<file path="config.mk">
export PLATFORM = sky130hd
export DESIGN_NAME = cpuCore
export DESIGN_NICKNAME = d
export VERILOG_FILES = /design/src/design/cpu_pkg.sv /design/src/design/instrDecoder.sv /design/src/design/registerFile.sv /design/src/design/alu.sv /design/src/design/memPort.sv /design/src/design/cpuCore.sv
export VERILOG_INCLUDE_DIRS = /design/src /design/src/design
export SDC_FILE = /design/constraint.sdc
export NUM_CORES = 1
export LEC_CHECK = 0
export BUFFER_PORTS_ARGS = -buffer_cell sky130_fd_sc_hd__buf_2
export CAP_MARGIN = 30
export CORE_UTILIZATION = 60
export DETAILED_ROUTE_END_ITERATION = 16
export GPL_ROUTABILITY_DRIVEN = 0
export GPL_TIMING_DRIVEN = 0
export PLACE_DENSITY_LB_ADDON = 0.25
export SYNTH_ARGS = -nofsm -noshare
export SYNTH_HDL_FRONTEND = slang
export SYNTH_HIERARCHICAL = 1
export SYNTH_SLANG_ARGS = --single-unit
</file>
<file path="constraint.sdc">
create_clock -name clk -period 6.3 [get_ports clk]
set_clock_uncertainty 0.15 [all_clocks]
set_input_delay 0 -clock clk [delete_from_list [all_inputs] [get_ports clk]]
set_output_delay 0 -clock clk [all_outputs]
set_load 0.01 [all_outputs]
</file>
<file path="src/design/cpu_macros.svh">
`ifndef CPU_MACROS_SVH
`define CPU_MACROS_SVH

// Data and address width
`define CPU_WORD_W 16

// General registers
`define CPU_NREGS 4

// Register index width
`define CPU_REG_W 2

// Immediate field width
`define CPU_IMM_W 8

`endif

</file>
<file path="src/design/cpu_pkg.sv">
`include "cpu_macros.svh"

package cpu_pkg;

	typedef logic [`CPU_WORD_W-1:0] word_t;
	typedef logic [`CPU_REG_W-1:0] regIdx_t;
	typedef logic [3:0] opcode_t;
	typedef logic [`CPU_IMM_W-1:0] imm_t;
	typedef logic [1:0] wbSel_t;

	typedef enum logic {
		FETCH,
		EXEC
	} phase_t;

	// Write-back sources
	localparam wbSel_t WB_ALU = 2'd0;
	localparam wbSel_t WB_IMM = 2'd1;
	localparam wbSel_t WB_MEM = 2'd2;

	localparam opcode_t OP_ADD = 4'h0;
	localparam opcode_t OP_SUB = 4'h1;
	localparam opcode_t OP_AND = 4'h2;
	localparam opcode_t OP_OR  = 4'h3;
	localparam opcode_t OP_XOR = 4'h4;
	localparam opcode_t OP_SHL = 4'h5;
	localparam opcode_t OP_SHR = 4'h6;
	localparam opcode_t OP_MOV = 4'h7;
	localparam opcode_t OP_LDI = 4'h8;
	localparam opcode_t OP_LD  = 4'h9;
	localparam opcode_t OP_ST  = 4'hA;
	localparam opcode_t OP_LDA = 4'hB;
	localparam opcode_t OP_STA = 4'hC;
	localparam opcode_t OP_JMP = 4'hD;
	localparam opcode_t OP_JZ  = 4'hE;
	localparam opcode_t OP_JC  = 4'hF;

endpackage

</file>
<file path="src/design/instrDecoder.sv">
`timescale 1ns/100ps

`include "cpu_macros.svh"

module instrDecoder
	import cpu_pkg::*;
(
	input logic clk,
	input logic rst,
	input word_t dataIn,
	input logic cFlag,
	input logic zFlag,
	input word_t srcData,
	output phase_t phase,
	output word_t pc,
	output regIdx_t regDst,
	output regIdx_t regSrc,
	output logic regWe,
	output logic flagWe,
	output opcode_t aluOp,
	output wbSel_t wbSel,
	output logic memWrite,
	output logic addrFromDst,
	output logic addrFromSrc,
	output logic memRead,
	output imm_t imm
);

	word_t instr;
	opcode_t opcode;
	word_t immAddr;
	word_t pcInc;
	word_t nextPc;

	// Field split of the latched instruction
	assign opcode = opcode_t'(instr[15:12]);
	assign regDst = regIdx_t'(instr[11:10]);
	assign regSrc = regIdx_t'(instr[9:8]);
	assign imm = imm_t'(instr[7:0]);
	assign aluOp = opcode;

	assign immAddr = {{(`CPU_WORD_W-`CPU_IMM_W){1'b0}}, imm};
	assign pcInc = pc + word_t'(1);

	// Two-phase sequencer
	always_ff @(posedge clk or posedge rst) begin
		if (rst) begin
			phase <= FETCH;
			pc <= '0;
		end else if (phase == FETCH) begin
			phase <= EXEC;
		end else begin
			phase <= FETCH;
			pc <= nextPc;
		end
	end

	// Instruction latch, loaded at the end of fetch
	always_ff @(posedge clk) begin
		if (phase == FETCH)
			instr <= dataIn;
	end

	// Branch decision on the flags held before this edge
	always_comb begin
		case (opcode)
			OP_JMP: nextPc = instr[10] ? srcData : immAddr;
			OP_JZ: nextPc = zFlag ? immAddr : pcInc;
			OP_JC: nextPc = cFlag ? immAddr : pcInc;
			default: nextPc = pcInc;
		endcase
	end

	// Control decode, active in EXEC only
	always_comb begin
		regWe = 1'b0;
		flagWe = 1'b0;
		memRead = 1'b0;
		memWrite = 1'b0;
		addrFromDst = 1'b0;
		addrFromSrc = 1'b0;
		wbSel = WB_ALU;
		if (phase == EXEC) begin
			case (opcode)
				OP_ADD, OP_SUB, OP_AND, OP_OR, OP_XOR, OP_SHL, OP_SHR: begin
					regWe = 1'b1;
					flagWe = 1'b1;
				end
				// MOV passes the source through the ALU
				OP_MOV: regWe = 1'b1;
				OP_LDI: begin
					regWe = 1'b1;
					wbSel = WB_IMM;
				end
				OP_LD: begin
					regWe = 1'b1;
					memRead = 1'b1;
					addrFromSrc = 1'b1;
					wbSel = WB_MEM;
				end
				OP_LDA: begin
					regWe = 1'b1;
					memRead = 1'b1;
					wbSel = WB_MEM;
				end
				OP_ST: begin
					memWrite = 1'b1;
					addrFromDst = 1'b1;
				end
				OP_STA: memWrite = 1'b1;
				default: ;
			endcase
		end
	end

endmodule

</file>
<file path="src/design/registerFile.sv">
`timescale 1ns/100ps

`include "cpu_macros.svh"

module registerFile
	import cpu_pkg::*;
(
	input logic clk,
	input logic rst,
	input logic regWe,
	input regIdx_t regDst,
	input regIdx_t regSrc,
	input word_t wbData,
	output word_t dstData,
	output word_t srcData
);

	word_t regs [`CPU_NREGS];

	// Write port
	always_ff @(posedge clk or posedge rst) begin
		if (rst) begin
			for (int i = 0; i < `CPU_NREGS; i++)
				regs[i] <= '0;
		end else if (regWe) begin
			regs[regDst] <= wbData;
		end
	end

	// Asynchronous read ports
	assign dstData = regs[regDst];
	assign srcData = regs[regSrc];

endmodule

</file>
<file path="src/design/alu.sv">
`timescale 1ns/100ps

`include "cpu_macros.svh"

module alu
	import cpu_pkg::*;
(
	input logic clk,
	input logic rst,
	input opcode_t aluOp,
	input logic flagWe,
	input word_t dstData,
	input word_t srcData,
	output word_t aluOut,
	output logic cFlag,
	output logic zFlag
);

	logic [`CPU_WORD_W:0] wide;
	logic carryNext;

	always_comb begin
		wide = '0;
		carryNext = 1'b0;
		aluOut = srcData;
		case (aluOp)
			OP_ADD: begin
				wide = {1'b0, dstData} + {1'b0, srcData};
				aluOut = wide[`CPU_WORD_W-1:0];
				carryNext = wide[`CPU_WORD_W];
			end
			// Top bit set on borrow
			OP_SUB: begin
				wide = {1'b0, dstData} - {1'b0, srcData};
				aluOut = wide[`CPU_WORD_W-1:0];
				carryNext = wide[`CPU_WORD_W];
			end
			OP_AND: aluOut = dstData & srcData;
			OP_OR: aluOut = dstData | srcData;
			OP_XOR: aluOut = dstData ^ srcData;
			OP_SHL: begin
				aluOut = dstData << 1;
				carryNext = dstData[`CPU_WORD_W-1];
			end
			OP_SHR: begin
				aluOut = dstData >> 1;
				carryNext = dstData[0];
			end
			OP_MOV: aluOut = srcData;
			default: aluOut = srcData;
		endcase
	end

	// Flags change only on arithmetic and logic ops
	always_ff @(posedge clk or posedge rst) begin
		if (rst) begin
			cFlag <= 1'b0;
			zFlag <= 1'b0;
		end else if (flagWe) begin
			cFlag <= carryNext;
			zFlag <= (aluOut == '0);
		end
	end

endmodule

</file>
<file path="src/design/memPort.sv">
`timescale 1ns/100ps

`include "cpu_macros.svh"

module memPort
	import cpu_pkg::*;
(
	input phase_t phase,
	input word_t pc,
	input imm_t imm,
	input logic memRead,
	input logic memWrite,
	input logic addrFromDst,
	input logic addrFromSrc,
	input wbSel_t wbSel,
	input word_t dstData,
	input word_t srcData,
	input word_t aluOut,
	input word_t dataIn,
	output word_t addrBus,
	output word_t dataOut,
	output word_t wbData,
	output logic memWe
);

	word_t immWord;
	word_t dataAddr;
	logic dataCycle;

	assign immWord = {{(`CPU_WORD_W-`CPU_IMM_W){1'b0}}, imm};
	assign dataCycle = (phase == EXEC) && (memRead || memWrite);

	// Data address from dst, src or immediate
	assign dataAddr = addrFromDst ? dstData : (addrFromSrc ? srcData : immWord);
	assign addrBus = dataCycle ? dataAddr : pc;

	assign dataOut = srcData;
	assign memWe = memWrite && (phase == EXEC);

	always_comb begin
		case (wbSel)
			WB_IMM: wbData = immWord;
			WB_MEM: wbData = dataIn;
			default: wbData = aluOut;
		endcase
	end

endmodule

</file>
<file path="src/design/cpuCore.sv">
`timescale 1ns/100ps

module cpuCore
	import cpu_pkg::*;
(
	input logic clk,
	input logic rst,
	output word_t addrBus,
	input word_t dataIn,
	output word_t dataOut,
	output logic memWe
);

	phase_t phase;
	word_t pc;
	regIdx_t regDst;
	regIdx_t regSrc;
	logic regWe;
	logic flagWe;
	opcode_t aluOp;
	wbSel_t wbSel;
	logic memWrite;
	logic memRead;
	logic addrFromDst;
	logic addrFromSrc;
	imm_t imm;
	word_t dstData;
	word_t srcData;
	word_t aluOut;
	word_t wbData;
	logic cFlag;
	logic zFlag;

	// Fetch, decode and program counter
	instrDecoder decoder (
		.clk(clk), .rst(rst), .dataIn(dataIn),
		.cFlag(cFlag), .zFlag(zFlag), .srcData(srcData),
		.phase(phase), .pc(pc), .regDst(regDst), .regSrc(regSrc),
		.regWe(regWe), .flagWe(flagWe), .aluOp(aluOp), .wbSel(wbSel),
		.memWrite(memWrite), .addrFromDst(addrFromDst),
		.addrFromSrc(addrFromSrc), .memRead(memRead), .imm(imm)
	);

	registerFile regFile (
		.clk(clk), .rst(rst), .regWe(regWe),
		.regDst(regDst), .regSrc(regSrc), .wbData(wbData),
		.dstData(dstData), .srcData(srcData)
	);

	alu aluUnit (
		.clk(clk), .rst(rst), .aluOp(aluOp), .flagWe(flagWe),
		.dstData(dstData), .srcData(srcData),
		.aluOut(aluOut), .cFlag(cFlag), .zFlag(zFlag)
	);

	// Bus side and write-back mux
	memPort port (
		.phase(phase), .pc(pc), .imm(imm),
		.memRead(memRead), .memWrite(memWrite),
		.addrFromDst(addrFromDst), .addrFromSrc(addrFromSrc),
		.wbSel(wbSel), .dstData(dstData), .srcData(srcData),
		.aluOut(aluOut), .dataIn(dataIn),
		.addrBus(addrBus), .dataOut(dataOut), .wbData(wbData), .memWe(memWe)
	);

endmodule

</file>
==> reports/metrics.cfg <==
[grt]
grt_met2_use=0.564
grt_usage=0.375
grt_max_degree=45
met3_usage=0.0830
grt.busiest_layer=met2
grt_first_pass_wirelength_mm=42.0
aggregate_global_routing_overflow=0
antenna_found_initial=0
number_of_global_route_vias_before_repair=7449
grtUsageMet1=0.516

[clocking]
max-clock-path-buffers=2
htree_levels=3
cts.reportedPaths.clkPinSlew_ns=0.08
cts_tree=done
number_of_setup_buffers_added_after_cts=0
cts-buffers-inserted=9
cts_root_buffer=sky130_fd_sc_hd__clkbuf_16
clk-insertion-delay-late_ns=0.36
cts_sinks=99
cts.repair.resized=0

[logic_synthesis]
async_reset_ff_frac=0.838
ys.flop_type=sky130_fd_sc_hd__dfrtp_1
synth_edf_count=16
syn-num-nets=968
synth_cell_types=88
syn_inst=892
mean_instance_size_in_the_synthesized_netlist_sq_um=9.90
synth_sequential_area_ratio=0.290
total_of_flip_flops_plus_latches_after_synthesis=99
netlist_area_sq_um=8830
ys_warn_count=6

[routing]
first_iter_violations=1107
drt_pre_antenna_iters=5
drcViolationCount=0
route.detailed.wl_per_inst_um=23.5
detail_route.wirelength_mm=27.3
dr_total_vias=8015
via_per_inst=6.90
count_of_antenna_violating_nets_left_after_detailed_routing=0

[timing]
hold_viol=0
unrepaired_setup_endpoints_after_global_routing=no
setup_viol=0
max_clock_freq_mhz=189
maxSlewHeadroom=0.304
final.min_clock_period_ns=5.29
setup-tns-final_ns=0
finalMaxSlewViolations=0
layout_worst_path_cycle_share=0.839
tightestPinTransition_ns=1.03

[floorplan]
fp.dieArea_sq_um=15200
pin_count=51
floorplan.rows=43
die_y_um=123
floorplan.core_area_sq_um=14100
floorplan.initialDensity=0.626
die_width_um=123

[critical_path]
startpoint_type=flop
worstReg2RegStart=decoder/instr[10]
crit_path_start=decoder/instr[10]
timing_worst_setup_path_type=flop to flop
endpoint_kind=flop
timing.critical_path.arrival_ns=5.42
worstPathMaxFanout=10
worst_r2r_setup_slack_ns=1.01
critical_path_required_ns=6.44

[final_layout]
design.final.nets=1053
layout_commonest_cell=sky130_fd_sc_hd__dfrtp_1
areaGrowthSynthToFinish_pct=11.7
utilization=0.699
drive_above_1_share=0.259
insertedDiodeCount=0
final_cell_mix=83 x sky130_fd_sc_hd__dfrtp_1, 71 x sky130_fd_sc_hd__buf_2, 68 x sky130_fd_sc_hd__nand2_1

[power]
vdd_ir_drop_max_mv=0.345
power.density_nw_per_um2=467
leakage_nw=4.26

[job]
cap_viol_max_count=0

[outcome]
status=finished, final reports clean

[hold_path]
hp-class=primary input to asynchronous set/reset pin

[placed_design]
post-dp-hpwl_mm=19.8
placement.io_buffers=50

-- final timing paths --
kind | depth (start not counted) | to
max | 16 | aluUnit/zFlag
max in group asynchronous | 4 | regFile/regs[58]
min | 3 | regFile/regs[33]
max reg2reg | 16 | aluUnit/zFlag
min reg2reg | 1 | regFile/regs[20]
min in group clk | 2 | decoder/instr[8]
-- per-stage QoR --
| stage | area, sq um | std cells | power, mW | hold slack (ns) | setup WS (ns) |
|---|---|---|---|---|---|
| final | 9860 | 1162 | 4.60 | 0.0754 | 1.01 |
| after floorplan | 8830 | 892 | 3.11 | -0.409 | 1.86 |
| after global routing | 9860 | 1162 | 4.86 | 0.117 | 0.765 |
| after global placement | 9300 | 1122 | 3.83 | -0.238 | 1.06 |
| after CTS | 9860 | 1162 | 4.49 | 0.0725 | 1.06 |
| after detailed placement | 9380 | 1128 | 3.90 | -0.228 | 1.07 |
-- registers in the layout, indices dropped and copies added, names as in the netlist --
name           cells
aluUnit/cFlag      1
regFile/regs      64
decoder/phase      1
decoder/instr     16
aluUnit/zFlag      1
decoder/pc        16
-- where the power goes --
group          switching, mW  internal, mW  total, mW
Combinational           1.76          1.21       2.97
Sequential             0.190         0.876       1.07
Clock                  0.280         0.283      0.563
Total                   2.23          2.37       4.60
-- layer usage --
layer | part of all wire | vias up | wire [um]
li1 | - | 3526 | -
met1 | 0.40 | 3855 | 10900
met2 | 0.44 | 537 | 12100
met3 | 0.12 | 97 | 3160
met4 | 0.044 | 0 | 1190
met5 | 0 | - | 0
-- cells in the mapped netlist (8+ instances only) --
library cell	n	area share
sky130_fd_sc_hd__nor2_1	43	0.018
sky130_fd_sc_hd__inv_1	61	0.026
sky130_fd_sc_hd__o21ai_0	36	0.020
sky130_fd_sc_hd__nand3_1	14	0.0079
sky130_fd_sc_hd__buf_2	19	0.011
sky130_fd_sc_hd__mux2_4	8	0.014
sky130_fd_sc_hd__ha_1	56	0.079
sky130_fd_sc_hd__a21o_1	9	0.0077
sky130_fd_sc_hd__nand2_1	68	0.029
sky130_fd_sc_hd__a22oi_1	23	0.020
sky130_fd_sc_hd__nor3_1	11	0.0062
sky130_fd_sc_hd__o21a_1	9	0.0077
sky130_fd_sc_hd__mux4_2	28	0.071
sky130_fd_sc_hd__a22o_1	9	0.0089
sky130_fd_sc_hd__dfrtp_1	83	0.24
sky130_fd_sc_hd__buf_6	9	0.011
sky130_fd_sc_hd__buf_4	26	0.022
sky130_fd_sc_hd__a221oi_1	15	0.015
sky130_fd_sc_hd__nor2b_1	11	0.0078
sky130_fd_sc_hd__a222oi_1	8	0.0091
sky130_fd_sc_hd__mux2i_1	16	0.018
sky130_fd_sc_hd__mux2_2	64	0.082
sky130_fd_sc_hd__o21ai_1	16	0.0091
sky130_fd_sc_hd__o211ai_1	11	0.0094
sky130_fd_sc_hd__a21oi_1	39	0.022
sky130_fd_sc_hd__clkbuf_1	20	0.0085
sky130_fd_sc_hd__edfxtp_1	16	0.054
sky130_fd_sc_hd__o31ai_1	10	0.0085
-- worst max-delay path: stages, from the launching register on --
cell	delay, ns
sky130_fd_sc_hd__edfxtp_1	0.44
sky130_fd_sc_hd__buf_4	0.27
sky130_fd_sc_hd__buf_4	0.28
sky130_fd_sc_hd__mux4_1	0.46
sky130_fd_sc_hd__inv_1	0.16
sky130_fd_sc_hd__ha_1	0.18
sky130_fd_sc_hd__inv_1	0.06
sky130_fd_sc_hd__fa_1	0.40
sky130_fd_sc_hd__nor2b_1	0.19
sky130_fd_sc_hd__o311ai_4	0.31
sky130_fd_sc_hd__a2111oi_2	0.19
sky130_fd_sc_hd__or4_4	0.53
sky130_fd_sc_hd__a221oi_4	0.28
sky130_fd_sc_hd__mux2i_1	0.11
sky130_fd_sc_hd__or3_1	0.45
sky130_fd_sc_hd__or4_1	0.61
sky130_fd_sc_hd__o21ai_1	0.15
-- area by class of cell --
type | count | area, sq um
Multi-Input combinational cell | 656 | 5580
Fill cell | 1104 | 4240
Sequential cell | 99 | 2560
Timing Repair Buffer | 74 | 490
Buffer | 76 | 475
Inverter | 61 | 229
Clock buffer | 9 | 225
Tap cell | 180 | 225
Clock inverter | 7 | 77.6
-- kinds of logic after synthesis --
group / share of synthesized area
xor gates and xnor gates: 0.00992
buffers and inverters: 0.0798
DFF: 0.290
and+or+nand+nor: 0.133
muxes: 0.197
AOI/OAI and AO/OA: 0.207
adders and majority gates: 0.0839
-- what timing repair did --
action	in CTS	in global routing
endpoints found under the hold margin	126	0
endpoints found under the setup margin	0	0
hold buffers	18	0
No activity file was read; power rests on OpenSTA's default activity.
